### src/include/axi_rd_defs.svh
/*
 * AXI read encodings shared by the read master
 * Burst types, response codes and transfer size codes
 */
`ifndef AXI_RD_DEFS_SVH
`define AXI_RD_DEFS_SVH

// Burst types
localparam logic [1:0] BURST_FIXED = 2'b00;
localparam logic [1:0] BURST_INCR  = 2'b01;
localparam logic [1:0] BURST_WRAP  = 2'b10;

// Responses, ordered by severity
localparam logic [1:0] RESP_OKAY   = 2'b00;
localparam logic [1:0] RESP_EXOKAY = 2'b01;
localparam logic [1:0] RESP_SLVERR = 2'b10;
localparam logic [1:0] RESP_DECERR = 2'b11;

// Bytes per beat
localparam logic [2:0] SIZE_4B     = 3'b010;

`endif

### src/verilog/axi_rd_pkg.sv
/*
 * AXI read master package
 * Widths, table depths, request pattern and channel structs
 */
`default_nettype none

package axi_rd_pkg;

    `include "axi_rd_defs.svh"

    // ------------------------------------------------------------
    // Channel widths
    // ------------------------------------------------------------
    localparam int AXI_ID_W    = 4;
    localparam int AXI_ADDR_W  = 32;
    localparam int AXI_DATA_W  = 32;
    localparam int AXI_LEN_W   = 8;
    localparam int AXI_SIZE_W  = 3;
    localparam int AXI_BURST_W = 2;
    localparam int AXI_RESP_W  = 2;

    // ------------------------------------------------------------
    // Table depths and counters
    // ------------------------------------------------------------
    localparam int OST_DEPTH     = 4;
    localparam int OST_PTR_W     = 2;
    localparam int MAX_BURST_LEN = 8;
    localparam int BEAT_CNT_W    = 3;
    localparam int REQ_CNT_W     = 5;
    // Requests issued before done
    localparam int REQ_TOTAL     = 31;
    localparam int PATTERN_NUM   = 8;
    localparam int PATTERN_IDX_W = 3;

    // Every request is 4 beats of 4 bytes
    localparam logic [AXI_LEN_W-1:0]  REQ_LEN  = 8'd3;
    localparam logic [AXI_SIZE_W-1:0] REQ_SIZE = SIZE_4B;

    // Pattern entry 0 is listed first
    localparam logic [0:PATTERN_NUM-1][AXI_ADDR_W-1:0] PATTERN_ADDR = {
        32'h00, 32'h10, 32'h20, 32'h30, 32'h34, 32'h38, 32'h40, 32'h70
    };
    localparam logic [0:PATTERN_NUM-1][AXI_BURST_W-1:0] PATTERN_BURST = {
        BURST_INCR, BURST_INCR, BURST_INCR, BURST_FIXED,
        BURST_WRAP, BURST_WRAP, BURST_FIXED, BURST_INCR
    };

    typedef logic [OST_PTR_W-1:0] slot_ptr_t;
    typedef logic [OST_DEPTH-1:0] slot_vec_t;

    typedef struct packed {
        logic [AXI_ID_W-1:0]    id;
        logic [AXI_ADDR_W-1:0]  addr;
        logic [AXI_LEN_W-1:0]   len;
        logic [AXI_SIZE_W-1:0]  size;
        logic [AXI_BURST_W-1:0] burst;
    } ar_chan_t;

    typedef struct packed {
        logic [AXI_ID_W-1:0]   id;
        logic [AXI_DATA_W-1:0] data;
        logic [AXI_RESP_W-1:0] resp;
        logic                  last;
    } r_chan_t;

    // Retired burst, beat 0 in the low word of data
    typedef struct packed {
        logic [AXI_ID_W-1:0]                      id;
        logic [AXI_RESP_W-1:0]                    resp;
        logic                                     err;
        logic [BEAT_CNT_W-1:0]                    beat_cnt;
        logic [MAX_BURST_LEN-1:0][AXI_DATA_W-1:0] data;
    } rd_result_t;

endpackage

`default_nettype wire

### src/verilog/rr_slot_arb.sv
/*
 * Round-robin slot picker
 * Points at the next requesting slot after the last one taken
 */
`default_nettype none

module rr_slot_arb (
    input  logic                  clk,
    input  logic                  rst_n,
    input  axi_rd_pkg::slot_vec_t req_vec,
    input  logic                  take,
    output axi_rd_pkg::slot_ptr_t ptr
);

    import axi_rd_pkg::*;

    // Slot granted on the last take
    slot_ptr_t last_q;

    // ------------------------------------------------------------
    // Search order starts one above the last grant
    // ------------------------------------------------------------
    always_comb begin
        // Idle pointer parks on the last grant
        ptr = last_q;
        // Walk downward so the nearest slot wins
        for (int k = OST_DEPTH; k >= 1; k--) begin
            if (req_vec[slot_ptr_t'(last_q + k)]) begin
                ptr = slot_ptr_t'(last_q + k);
            end
        end
    end

    always_ff @(posedge clk or negedge rst_n) begin
        if (!rst_n) begin
            // First search begins at slot 0
            last_q <= slot_ptr_t'(OST_DEPTH - 1);
        end else if (take) begin
            last_q <= ptr;
        end
    end

endmodule

`default_nettype wire

### src/verilog/ost_status_table.sv
/*
 * Outstanding read status table
 * Per-slot flags and the allocate, issue and clear slot choice
 */
`default_nettype none

module ost_status_table (
    input  logic                  clk,
    input  logic                  rst_n,
    input  logic                  enable,
    input  logic                  done,
    input  logic                  ar_fire,
    input  logic                  last_en,
    input  axi_rd_pkg::slot_ptr_t last_ptr,
    output logic                  alloc_en,
    output axi_rd_pkg::slot_ptr_t alloc_ptr,
    output axi_rd_pkg::slot_ptr_t issue_ptr,
    output logic                  ar_valid,
    output axi_rd_pkg::slot_vec_t pending_vec,
    output logic                  clr_en,
    output axi_rd_pkg::slot_ptr_t clr_ptr
);

    import axi_rd_pkg::*;

    // Slot in use, AR not yet sent, last beat not yet seen, ready to retire
    slot_vec_t valid_q;
    slot_vec_t req_q;
    slot_vec_t comp_q;
    slot_vec_t clr_q;

    // Stalled AR slot, locked until accepted
    logic      hold_q;
    slot_vec_t hold_vec_q;

    slot_vec_t free_vec;
    slot_vec_t issue_vec;

    // ------------------------------------------------------------
    // Slot choice
    // ------------------------------------------------------------
    assign free_vec = ~valid_q;
    assign alloc_en = enable & ~done & (|free_vec);

    // Newly allocated slots must not jump ahead of a stalled AR
    assign issue_vec = hold_q ? hold_vec_q : req_q;
    assign ar_valid  = |issue_vec;

    assign clr_en      = |clr_q;
    assign pending_vec = comp_q & ~req_q;

    rr_slot_arb u_alloc_arb (
        .clk     (clk),
        .rst_n   (rst_n),
        .req_vec (free_vec),
        .take    (alloc_en),
        .ptr     (alloc_ptr)
    );

    rr_slot_arb u_issue_arb (
        .clk     (clk),
        .rst_n   (rst_n),
        .req_vec (issue_vec),
        .take    (ar_fire),
        .ptr     (issue_ptr)
    );

    rr_slot_arb u_clr_arb (
        .clk     (clk),
        .rst_n   (rst_n),
        .req_vec (clr_q),
        .take    (clr_en),
        .ptr     (clr_ptr)
    );

    // ------------------------------------------------------------
    // AR stall lock
    // ------------------------------------------------------------
    always_ff @(posedge clk or negedge rst_n) begin
        if (!rst_n) begin
            hold_q     <= 1'b0;
            hold_vec_q <= '0;
        end else begin
            hold_q     <= ar_valid & ~ar_fire;
            hold_vec_q <= slot_vec_t'(1) << issue_ptr;
        end
    end

    // ------------------------------------------------------------
    // Per-slot flags
    // ------------------------------------------------------------
    always_ff @(posedge clk or negedge rst_n) begin
        if (!rst_n) begin
            valid_q <= '0;
            req_q   <= '0;
            comp_q  <= '0;
            clr_q   <= '0;
        end else begin
            for (int i = 0; i < OST_DEPTH; i++) begin
                // Allocation arms all three flags together
                if (alloc_en && alloc_ptr == slot_ptr_t'(i)) begin
                    valid_q[i] <= 1'b1;
                    req_q[i]   <= 1'b1;
                    comp_q[i]  <= 1'b1;
                end else begin
                    if (clr_en && clr_ptr == slot_ptr_t'(i)) begin
                        valid_q[i] <= 1'b0;
                    end
                    if (ar_fire && issue_ptr == slot_ptr_t'(i)) begin
                        req_q[i] <= 1'b0;
                    end
                    if (last_en && last_ptr == slot_ptr_t'(i)) begin
                        comp_q[i] <= 1'b0;
                    end
                end
                // Retire candidate, dropped on the cycle it is taken
                clr_q[i] <= valid_q[i] & ~req_q[i] & ~comp_q[i]
                          & ~(clr_en && clr_ptr == slot_ptr_t'(i));
            end
        end
    end

endmodule

`default_nettype wire

### src/verilog/ar_payload_table.sv
/*
 * AR payload table
 * Stores each slot's request from the pattern and counts requests
 */
`default_nettype none

module ar_payload_table (
    input  logic                            clk,
    input  logic                            rst_n,
    input  logic                            alloc_en,
    input  axi_rd_pkg::slot_ptr_t           alloc_ptr,
    input  axi_rd_pkg::slot_ptr_t           issue_ptr,
    output logic [axi_rd_pkg::AXI_ID_W-1:0] alloc_id,
    output axi_rd_pkg::ar_chan_t            ar,
    output logic                            done
);

    import axi_rd_pkg::*;

    // Requests allocated so far
    logic [REQ_CNT_W-1:0]     req_cnt_q;
    logic [PATTERN_IDX_W-1:0] pat_idx;

    // Request being allocated this cycle
    ar_chan_t alloc_ar;

    // One AR per slot
    ar_chan_t slot_q [OST_DEPTH];

    // ------------------------------------------------------------
    // New request from the pattern
    // ------------------------------------------------------------
    assign pat_idx = req_cnt_q[PATTERN_IDX_W-1:0];

    always_comb begin
        // ID wraps every 16 requests
        alloc_ar.id    = req_cnt_q[AXI_ID_W-1:0];
        alloc_ar.addr  = PATTERN_ADDR[pat_idx];
        alloc_ar.burst = PATTERN_BURST[pat_idx];
        // Shape is the same for all requests
        alloc_ar.len   = REQ_LEN;
        alloc_ar.size  = REQ_SIZE;
    end

    // Result table keeps the same id for R matching
    assign alloc_id = alloc_ar.id;

    // ------------------------------------------------------------
    // Request counter
    // ------------------------------------------------------------
    always_ff @(posedge clk or negedge rst_n) begin
        if (!rst_n) begin
            req_cnt_q <= '0;
        end else if (alloc_en) begin
            req_cnt_q <= req_cnt_q + 1'b1;
        end
    end

    // Holds at the total since allocation stops here
    assign done = (req_cnt_q == REQ_CNT_W'(REQ_TOTAL));

    // ------------------------------------------------------------
    // Slot storage
    // ------------------------------------------------------------
    always_ff @(posedge clk) begin
        if (alloc_en) begin
            slot_q[alloc_ptr] <= alloc_ar;
        end
    end

    // Issue slot is held steady through an AR stall
    assign ar = slot_q[issue_ptr];

endmodule

`default_nettype wire

### src/verilog/r_result_table.sv
/*
 * Read result table
 * Matches R beats to pending slots by id and collects each burst
 */
`default_nettype none

module r_result_table (
    input  logic                            clk,
    input  logic                            rst_n,
    input  logic                            alloc_en,
    input  axi_rd_pkg::slot_ptr_t           alloc_ptr,
    input  logic [axi_rd_pkg::AXI_ID_W-1:0] alloc_id,
    input  logic                            r_valid,
    input  axi_rd_pkg::r_chan_t             r,
    input  axi_rd_pkg::slot_vec_t           pending_vec,
    input  logic                            clr_en,
    input  axi_rd_pkg::slot_ptr_t           clr_ptr,
    output logic                            last_en,
    output axi_rd_pkg::slot_ptr_t           last_ptr,
    output logic                            rd_result_valid,
    output axi_rd_pkg::rd_result_t          rd_result
);

    import axi_rd_pkg::*;

    // Per-slot burst state
    logic [AXI_ID_W-1:0]                      id_q   [OST_DEPTH];
    logic [BEAT_CNT_W-1:0]                    cnt_q  [OST_DEPTH];
    logic [AXI_RESP_W-1:0]                    resp_q [OST_DEPTH];
    logic [MAX_BURST_LEN-1:0][AXI_DATA_W-1:0] data_q [OST_DEPTH];

    // Beat owner
    slot_vec_t hit_vec;
    slot_ptr_t hit_ptr;
    logic      hit;

    // ------------------------------------------------------------
    // ID match against issued slots
    // ------------------------------------------------------------
    always_comb begin
        hit_ptr = '0;
        for (int i = 0; i < OST_DEPTH; i++) begin
            hit_vec[i] = r_valid & pending_vec[i] & (id_q[i] == r.id);
        end
        // Ids in flight are distinct so one bit at most is set
        for (int i = OST_DEPTH - 1; i >= 0; i--) begin
            if (hit_vec[i]) begin
                hit_ptr = slot_ptr_t'(i);
            end
        end
    end

    // Unknown ids fall through here
    assign hit      = |hit_vec;
    assign last_en  = hit & r.last;
    assign last_ptr = hit_ptr;

    // ------------------------------------------------------------
    // Beat counters
    // ------------------------------------------------------------
    always_ff @(posedge clk or negedge rst_n) begin
        if (!rst_n) begin
            for (int i = 0; i < OST_DEPTH; i++) begin
                cnt_q[i] <= '0;
            end
        end else begin
            for (int i = 0; i < OST_DEPTH; i++) begin
                if (alloc_en && alloc_ptr == slot_ptr_t'(i)) begin
                    cnt_q[i] <= '0;
                end else if (hit_vec[i]) begin
                    cnt_q[i] <= cnt_q[i] + 1'b1;
                end
            end
        end
    end

    // ------------------------------------------------------------
    // Id, data beats and worst response
    // ------------------------------------------------------------
    always_ff @(posedge clk) begin
        for (int i = 0; i < OST_DEPTH; i++) begin
            if (alloc_en && alloc_ptr == slot_ptr_t'(i)) begin
                id_q[i]   <= alloc_id;
                data_q[i] <= '0;
                resp_q[i] <= RESP_OKAY;
            end else if (hit_vec[i]) begin
                // Beats land in arrival order
                data_q[i][cnt_q[i]] <= r.data;
                // Higher code is more severe
                if (r.resp > resp_q[i]) begin
                    resp_q[i] <= r.resp;
                end
            end
        end
    end

    // ------------------------------------------------------------
    // Retire, on the cycle the slot is cleared
    // ------------------------------------------------------------
    assign rd_result_valid = clr_en;

    always_comb begin
        rd_result.id       = id_q[clr_ptr];
        rd_result.resp     = resp_q[clr_ptr];
        rd_result.err      = (resp_q[clr_ptr] == RESP_SLVERR)
                           | (resp_q[clr_ptr] == RESP_DECERR);
        rd_result.beat_cnt = cnt_q[clr_ptr];
        rd_result.data     = data_q[clr_ptr];
    end

endmodule

`default_nettype wire

### src/verilog/axi_rd_master.sv
/*
 * AXI4 read master traffic generator
 * Keeps up to four reads in flight and retires each burst's data
 */
`default_nettype none

module axi_rd_master (
    input  logic                   clk,
    input  logic                   rst_n,
    input  logic                   enable,
    output logic                   done,
    // AR channel
    output logic                   ar_valid,
    input  logic                   ar_ready,
    output axi_rd_pkg::ar_chan_t   ar,
    // R channel
    input  logic                   r_valid,
    output logic                   r_ready,
    input  axi_rd_pkg::r_chan_t    r,
    // Retire
    output logic                   rd_result_valid,
    output axi_rd_pkg::rd_result_t rd_result
);

    import axi_rd_pkg::*;

    logic                ar_fire;
    logic                alloc_en;
    slot_ptr_t           alloc_ptr;
    logic [AXI_ID_W-1:0] alloc_id;
    slot_ptr_t           issue_ptr;
    slot_vec_t           pending_vec;
    logic                clr_en;
    slot_ptr_t           clr_ptr;
    logic                last_en;
    slot_ptr_t           last_ptr;

    // ------------------------------------------------------------
    // Handshakes
    // ------------------------------------------------------------
    assign ar_fire = ar_valid & ar_ready;
    // Every beat is taken as it arrives
    assign r_ready = 1'b1;

    ost_status_table u_ost_status_table (
        .clk         (clk),
        .rst_n       (rst_n),
        .enable      (enable),
        .done        (done),
        .ar_fire     (ar_fire),
        .last_en     (last_en),
        .last_ptr    (last_ptr),
        .alloc_en    (alloc_en),
        .alloc_ptr   (alloc_ptr),
        .issue_ptr   (issue_ptr),
        .ar_valid    (ar_valid),
        .pending_vec (pending_vec),
        .clr_en      (clr_en),
        .clr_ptr     (clr_ptr)
    );

    ar_payload_table u_ar_payload_table (
        .clk       (clk),
        .rst_n     (rst_n),
        .alloc_en  (alloc_en),
        .alloc_ptr (alloc_ptr),
        .issue_ptr (issue_ptr),
        .alloc_id  (alloc_id),
        .ar        (ar),
        .done      (done)
    );

    r_result_table u_r_result_table (
        .clk             (clk),
        .rst_n           (rst_n),
        .alloc_en        (alloc_en),
        .alloc_ptr       (alloc_ptr),
        .alloc_id        (alloc_id),
        .r_valid         (r_valid),
        .r               (r),
        .pending_vec     (pending_vec),
        .clr_en          (clr_en),
        .clr_ptr         (clr_ptr),
        .last_en         (last_en),
        .last_ptr        (last_ptr),
        .rd_result_valid (rd_result_valid),
        .rd_result       (rd_result)
    );

endmodule

`default_nettype wire

### config.mk
export PLATFORM = sky130hd
export DESIGN_NAME = axi_rd_master
export DESIGN_NICKNAME = d
export VERILOG_FILES = /design/src/verilog/axi_rd_pkg.sv /design/src/verilog/rr_slot_arb.sv /design/src/verilog/ost_status_table.sv /design/src/verilog/ar_payload_table.sv /design/src/verilog/r_result_table.sv /design/src/verilog/axi_rd_master.sv
export VERILOG_INCLUDE_DIRS = /design/src /design/src/include
export SDC_FILE = /design/constraint.sdc
export NUM_CORES = 2
export LEC_CHECK = 0
export BUFFER_PORTS_ARGS = -buffer_cell sky130_fd_sc_hd__buf_2
export CORE_ASPECT_RATIO = 0.75
export CORE_MARGIN = 2
export CORE_UTILIZATION = 55
export CTS_CLUSTER_DIAMETER = 40
export DETAILED_ROUTE_END_ITERATION = 8
export PLACE_DENSITY = 0.76
export SYNTH_ARGS = -nofsm -noshare
export SYNTH_HDL_FRONTEND = slang
export SYNTH_HIERARCHICAL = 1
export SYNTH_SLANG_ARGS = --single-unit
### constraint.sdc
create_clock -name clk -period 5.5 [get_ports clk]
set_input_delay 1.1 -clock clk [delete_from_list [all_inputs] [get_ports clk]]
set_output_delay 1.1 -clock clk [all_outputs]
set_load 0.03 [all_outputs]
==> impl_metrics.yaml <==
clock_network:
  ctsResizeCount: 0
  cts_hold_buf: 0
  insertion_delay_ps: 730
  clockBufferDepth: 3
  cts_sinks: 1136
  path_clk_slew_ps: 50
  htreeDepth: 4
  cts_tree: "yes"
  cts_made_buffers: 131
  cts_root_buf: "clkbuf_16"
  post_cts.repair.setup_buffers: 0
floorplan:
  die_area_mm2: 0.0946
  core_area_mm2: 0.0914
  ios: 363
  start_util_pct: 55.5
  num_rows: 96
  die_y_um: 267
  fp.dieW_um: 355
route:
  drt_iter0_drc: 3269
  vias: 27800
  via_per_inst: 5.87
  drt-total-wl_mm: 124
  wl_per_cell_um: 26.1
  firstDrtPassIters: 5
  drc: 0
  drtAntennaViolNets: 0
synthesis:
  yosysUniqueCellTypes: 68
  synth_area_per_cell_um2: 16.1
  synthFlopType: "edfxtp_1"
  synth_edf_count: 1092
  synthArstFlopShare_pct: 3.87
  synth-seq-cells: 1136
  synth_top_cell_by_area: "edfxtp_1"
  synth_cells: 3158
  seq_area_frac_synth_pct: 66.9
  syn_area_mm2: 0.0507
  netlist_top_cells_area: "edfxtp_1 (65%), and2_1 (13%), mux4_2 (12%)"
  yosysTopAreaCellShare_pct: 64.7
  yosysWarnings: 6
worst_setup_path:
  critPathKind: "reg2out"
  r2r_end: "u_r_result_table/data_q[1][12]"
  path_cells: "mux2i_1, o21ai_0, or2_4, buf_12, mux4_2, buf_2"
  r2r_start: "u_ar_payload_table/req_cnt_q[1]"
  cp-end-kind: "primary output"
  startpoint_type: "register"
  cp_slowest_stage_delay_ps: 700
  slowest_stage: "mux4_2"
  r2r_setup_slack_ps: 1080
  arrival_ps: 3550
  critPathMaxFanout: 87
  worstRegToRegCells: 12
  cp.required_ps: 4400
final_layout:
  layout_common_cells: "edfxtp_1 (1092), and2_1 (1029), buf_2 (323), mux4_2 (276), clkbuf_16 (136)"
  drive_gt1_share_pct: 27.7
  regArea_mm2: 0.0339
  syn_to_final_growth_pct: 14.2
  layout_commonest_cell: "edfxtp_1"
  multiInputGateArea_mm2: 0.0156
  fin_nets: 3462
  nFillCells: 6357
grt:
  grt_pass1_wl_mm: 182
  grtUsageTotal_pct: 26.4
  overflow: 0
  antenna_found_initial: 5
  grt_pass1_vias: 27700
  grt_max_degree: 98
run_status:
  outcome: "finished, final reports clean"
place:
  placement.io_buffers: 323
  place_hpwl_mm: 75.1
  gp_congestion: 0.861
timing:
  tightest_slew_ps: 1130
  setup_violations: 0
  fmax_mhz: 215
  min_period_ps: 4650
  relSlewSlack_pct: 24.5
  min_period_over_period_pct: 84.5
  drv_slew: 0
  tns_ps: 0
  rsz0062_at_grt: "false"
  fin_skew_ps: 29.8
  hold_violations: 0
hold_path:
  hold_class: "reg2reg"
  min_to: "u_ost_status_table/clr_q[2]"
  holdPathStages: 1
  worstHoldStart: "u_ost_status_table/comp_q[2]"
job:
  drv_cap: 0
## worst max path at each step
stage / slack [ps] / to / from
2_1_floorplan: 660 / u_r_result_table/data_q[0][160] / u_ar_payload_table/req_cnt_q[0]
5_1_grt: 600 / ar[48] / u_ost_status_table/hold_q
4_1_cts: 750 / rd_result[222] / u_ost_status_table/u_clr_arb/last_q[1]
3_3_place_gp: 1130 / u_r_result_table/data_q[1][15] / enable
3_5_place_dp: 1040 / u_r_result_table/data_q[1][17] / enable
6_report: 850 / rd_result[195] / u_ost_status_table/u_clr_arb/last_q[1]
## Yosys cell counts (all sizes together), types with 11 or more instances
cell type	number
dfrtp	38
and2	1029
ha	17
nand2	34
o21ai	40
edfxtp	1092
nor4	28
nor2	13
nand2b	30
buf	95
mux4	277
nor3	13
a21oi	27
or2	36
xnor2	11
clkbuf	224
inv	29
nor2b	12
## worst max-delay path: cells and delay by family (launching register included)
family          cells  cell delay [ps]
buf+inv             2              770
simple gates        1              310
mux                 2              800
compound gates      1              160
flops               1              650
## registers in the layout (all words and copies together), names as in the netlist
register                               count
u_r_result_table/resp_q                    8
u_ost_status_table/u_clr_arb/last_q        2
u_ar_payload_table/req_cnt_q               5
u_ost_status_table/hold_vec_q              4
u_r_result_table/id_q                     16
u_ost_status_table/u_alloc_arb/last_q      2
u_r_result_table/cnt_q                    12
u_ost_status_table/req_q                   4
u_ost_status_table/u_issue_arb/last_q      2
u_ost_status_table/clr_q                   4
u_ost_status_table/valid_q                 4
u_ost_status_table/comp_q                  4
u_r_result_table/data_q                 1024
u_ost_status_table/hold_q                  1
u_ar_payload_table/slot_q                 44
## through the flow
step	instance area, um2	hold slack [ps]	cells	worst slack (ps)	utilization [%]
floorplan	50800	416	3194	664	-
global placement	53400	442	4493	1130	58.4
detailed placement	53400	456	4493	1040	58.4
CTS	57900	462	4732	753	63.3
global route	57900	481	4732	596	63.3
finish	57900	458	4739	852	63.3
## routing by layer
| metal | up-vias | wire length, um | track usage, % |
|---|---|---|---|
| li1 | 12000 | - | - |
| met1 | 14400 | 51100 | 37.6 |
| met2 | 1199 | 58100 | 40.6 |
| met3 | 176 | 11500 | 6.63 |
| met4 | 0 | 3160 | 8.06 |
| met5 | - | 0 | 0 |
## cell families after synthesis
| logic type | count (synthesis) | share of synthesized area (%) |
|---|---|---|
| AND/OR/NAND/NOR | 1245 | 15.5 |
| adder cells (fa/ha/maj) | 17 | 0.420 |
| other | 3 | 0.0222 |
| AO/OA/AOI/OAI | 107 | 1.34 |
| buffers and inverters | 349 | 3.08 |
| XOR/XNOR | 16 | 0.276 |
| flip-flops | 1136 | 66.9 |
| multiplexers | 285 | 12.5 |
## final cells by class
class                           count  share of cell area (%)
Sequential cell                  1136                    58.6
Multi-Input combinational cell   1709                    27.0
Clock buffer                      156                    6.04
Timing Repair Buffer              393                    3.87
Tap cell                         1225                    2.65
Clock inverter                     83                    1.62
Inverter                           30                   0.195
Antenna cell                        7                  0.0303
Power is left out: the tool's default activity adds up to more than one toggle a clock period on the data nets, which glitch-free logic cannot reach.
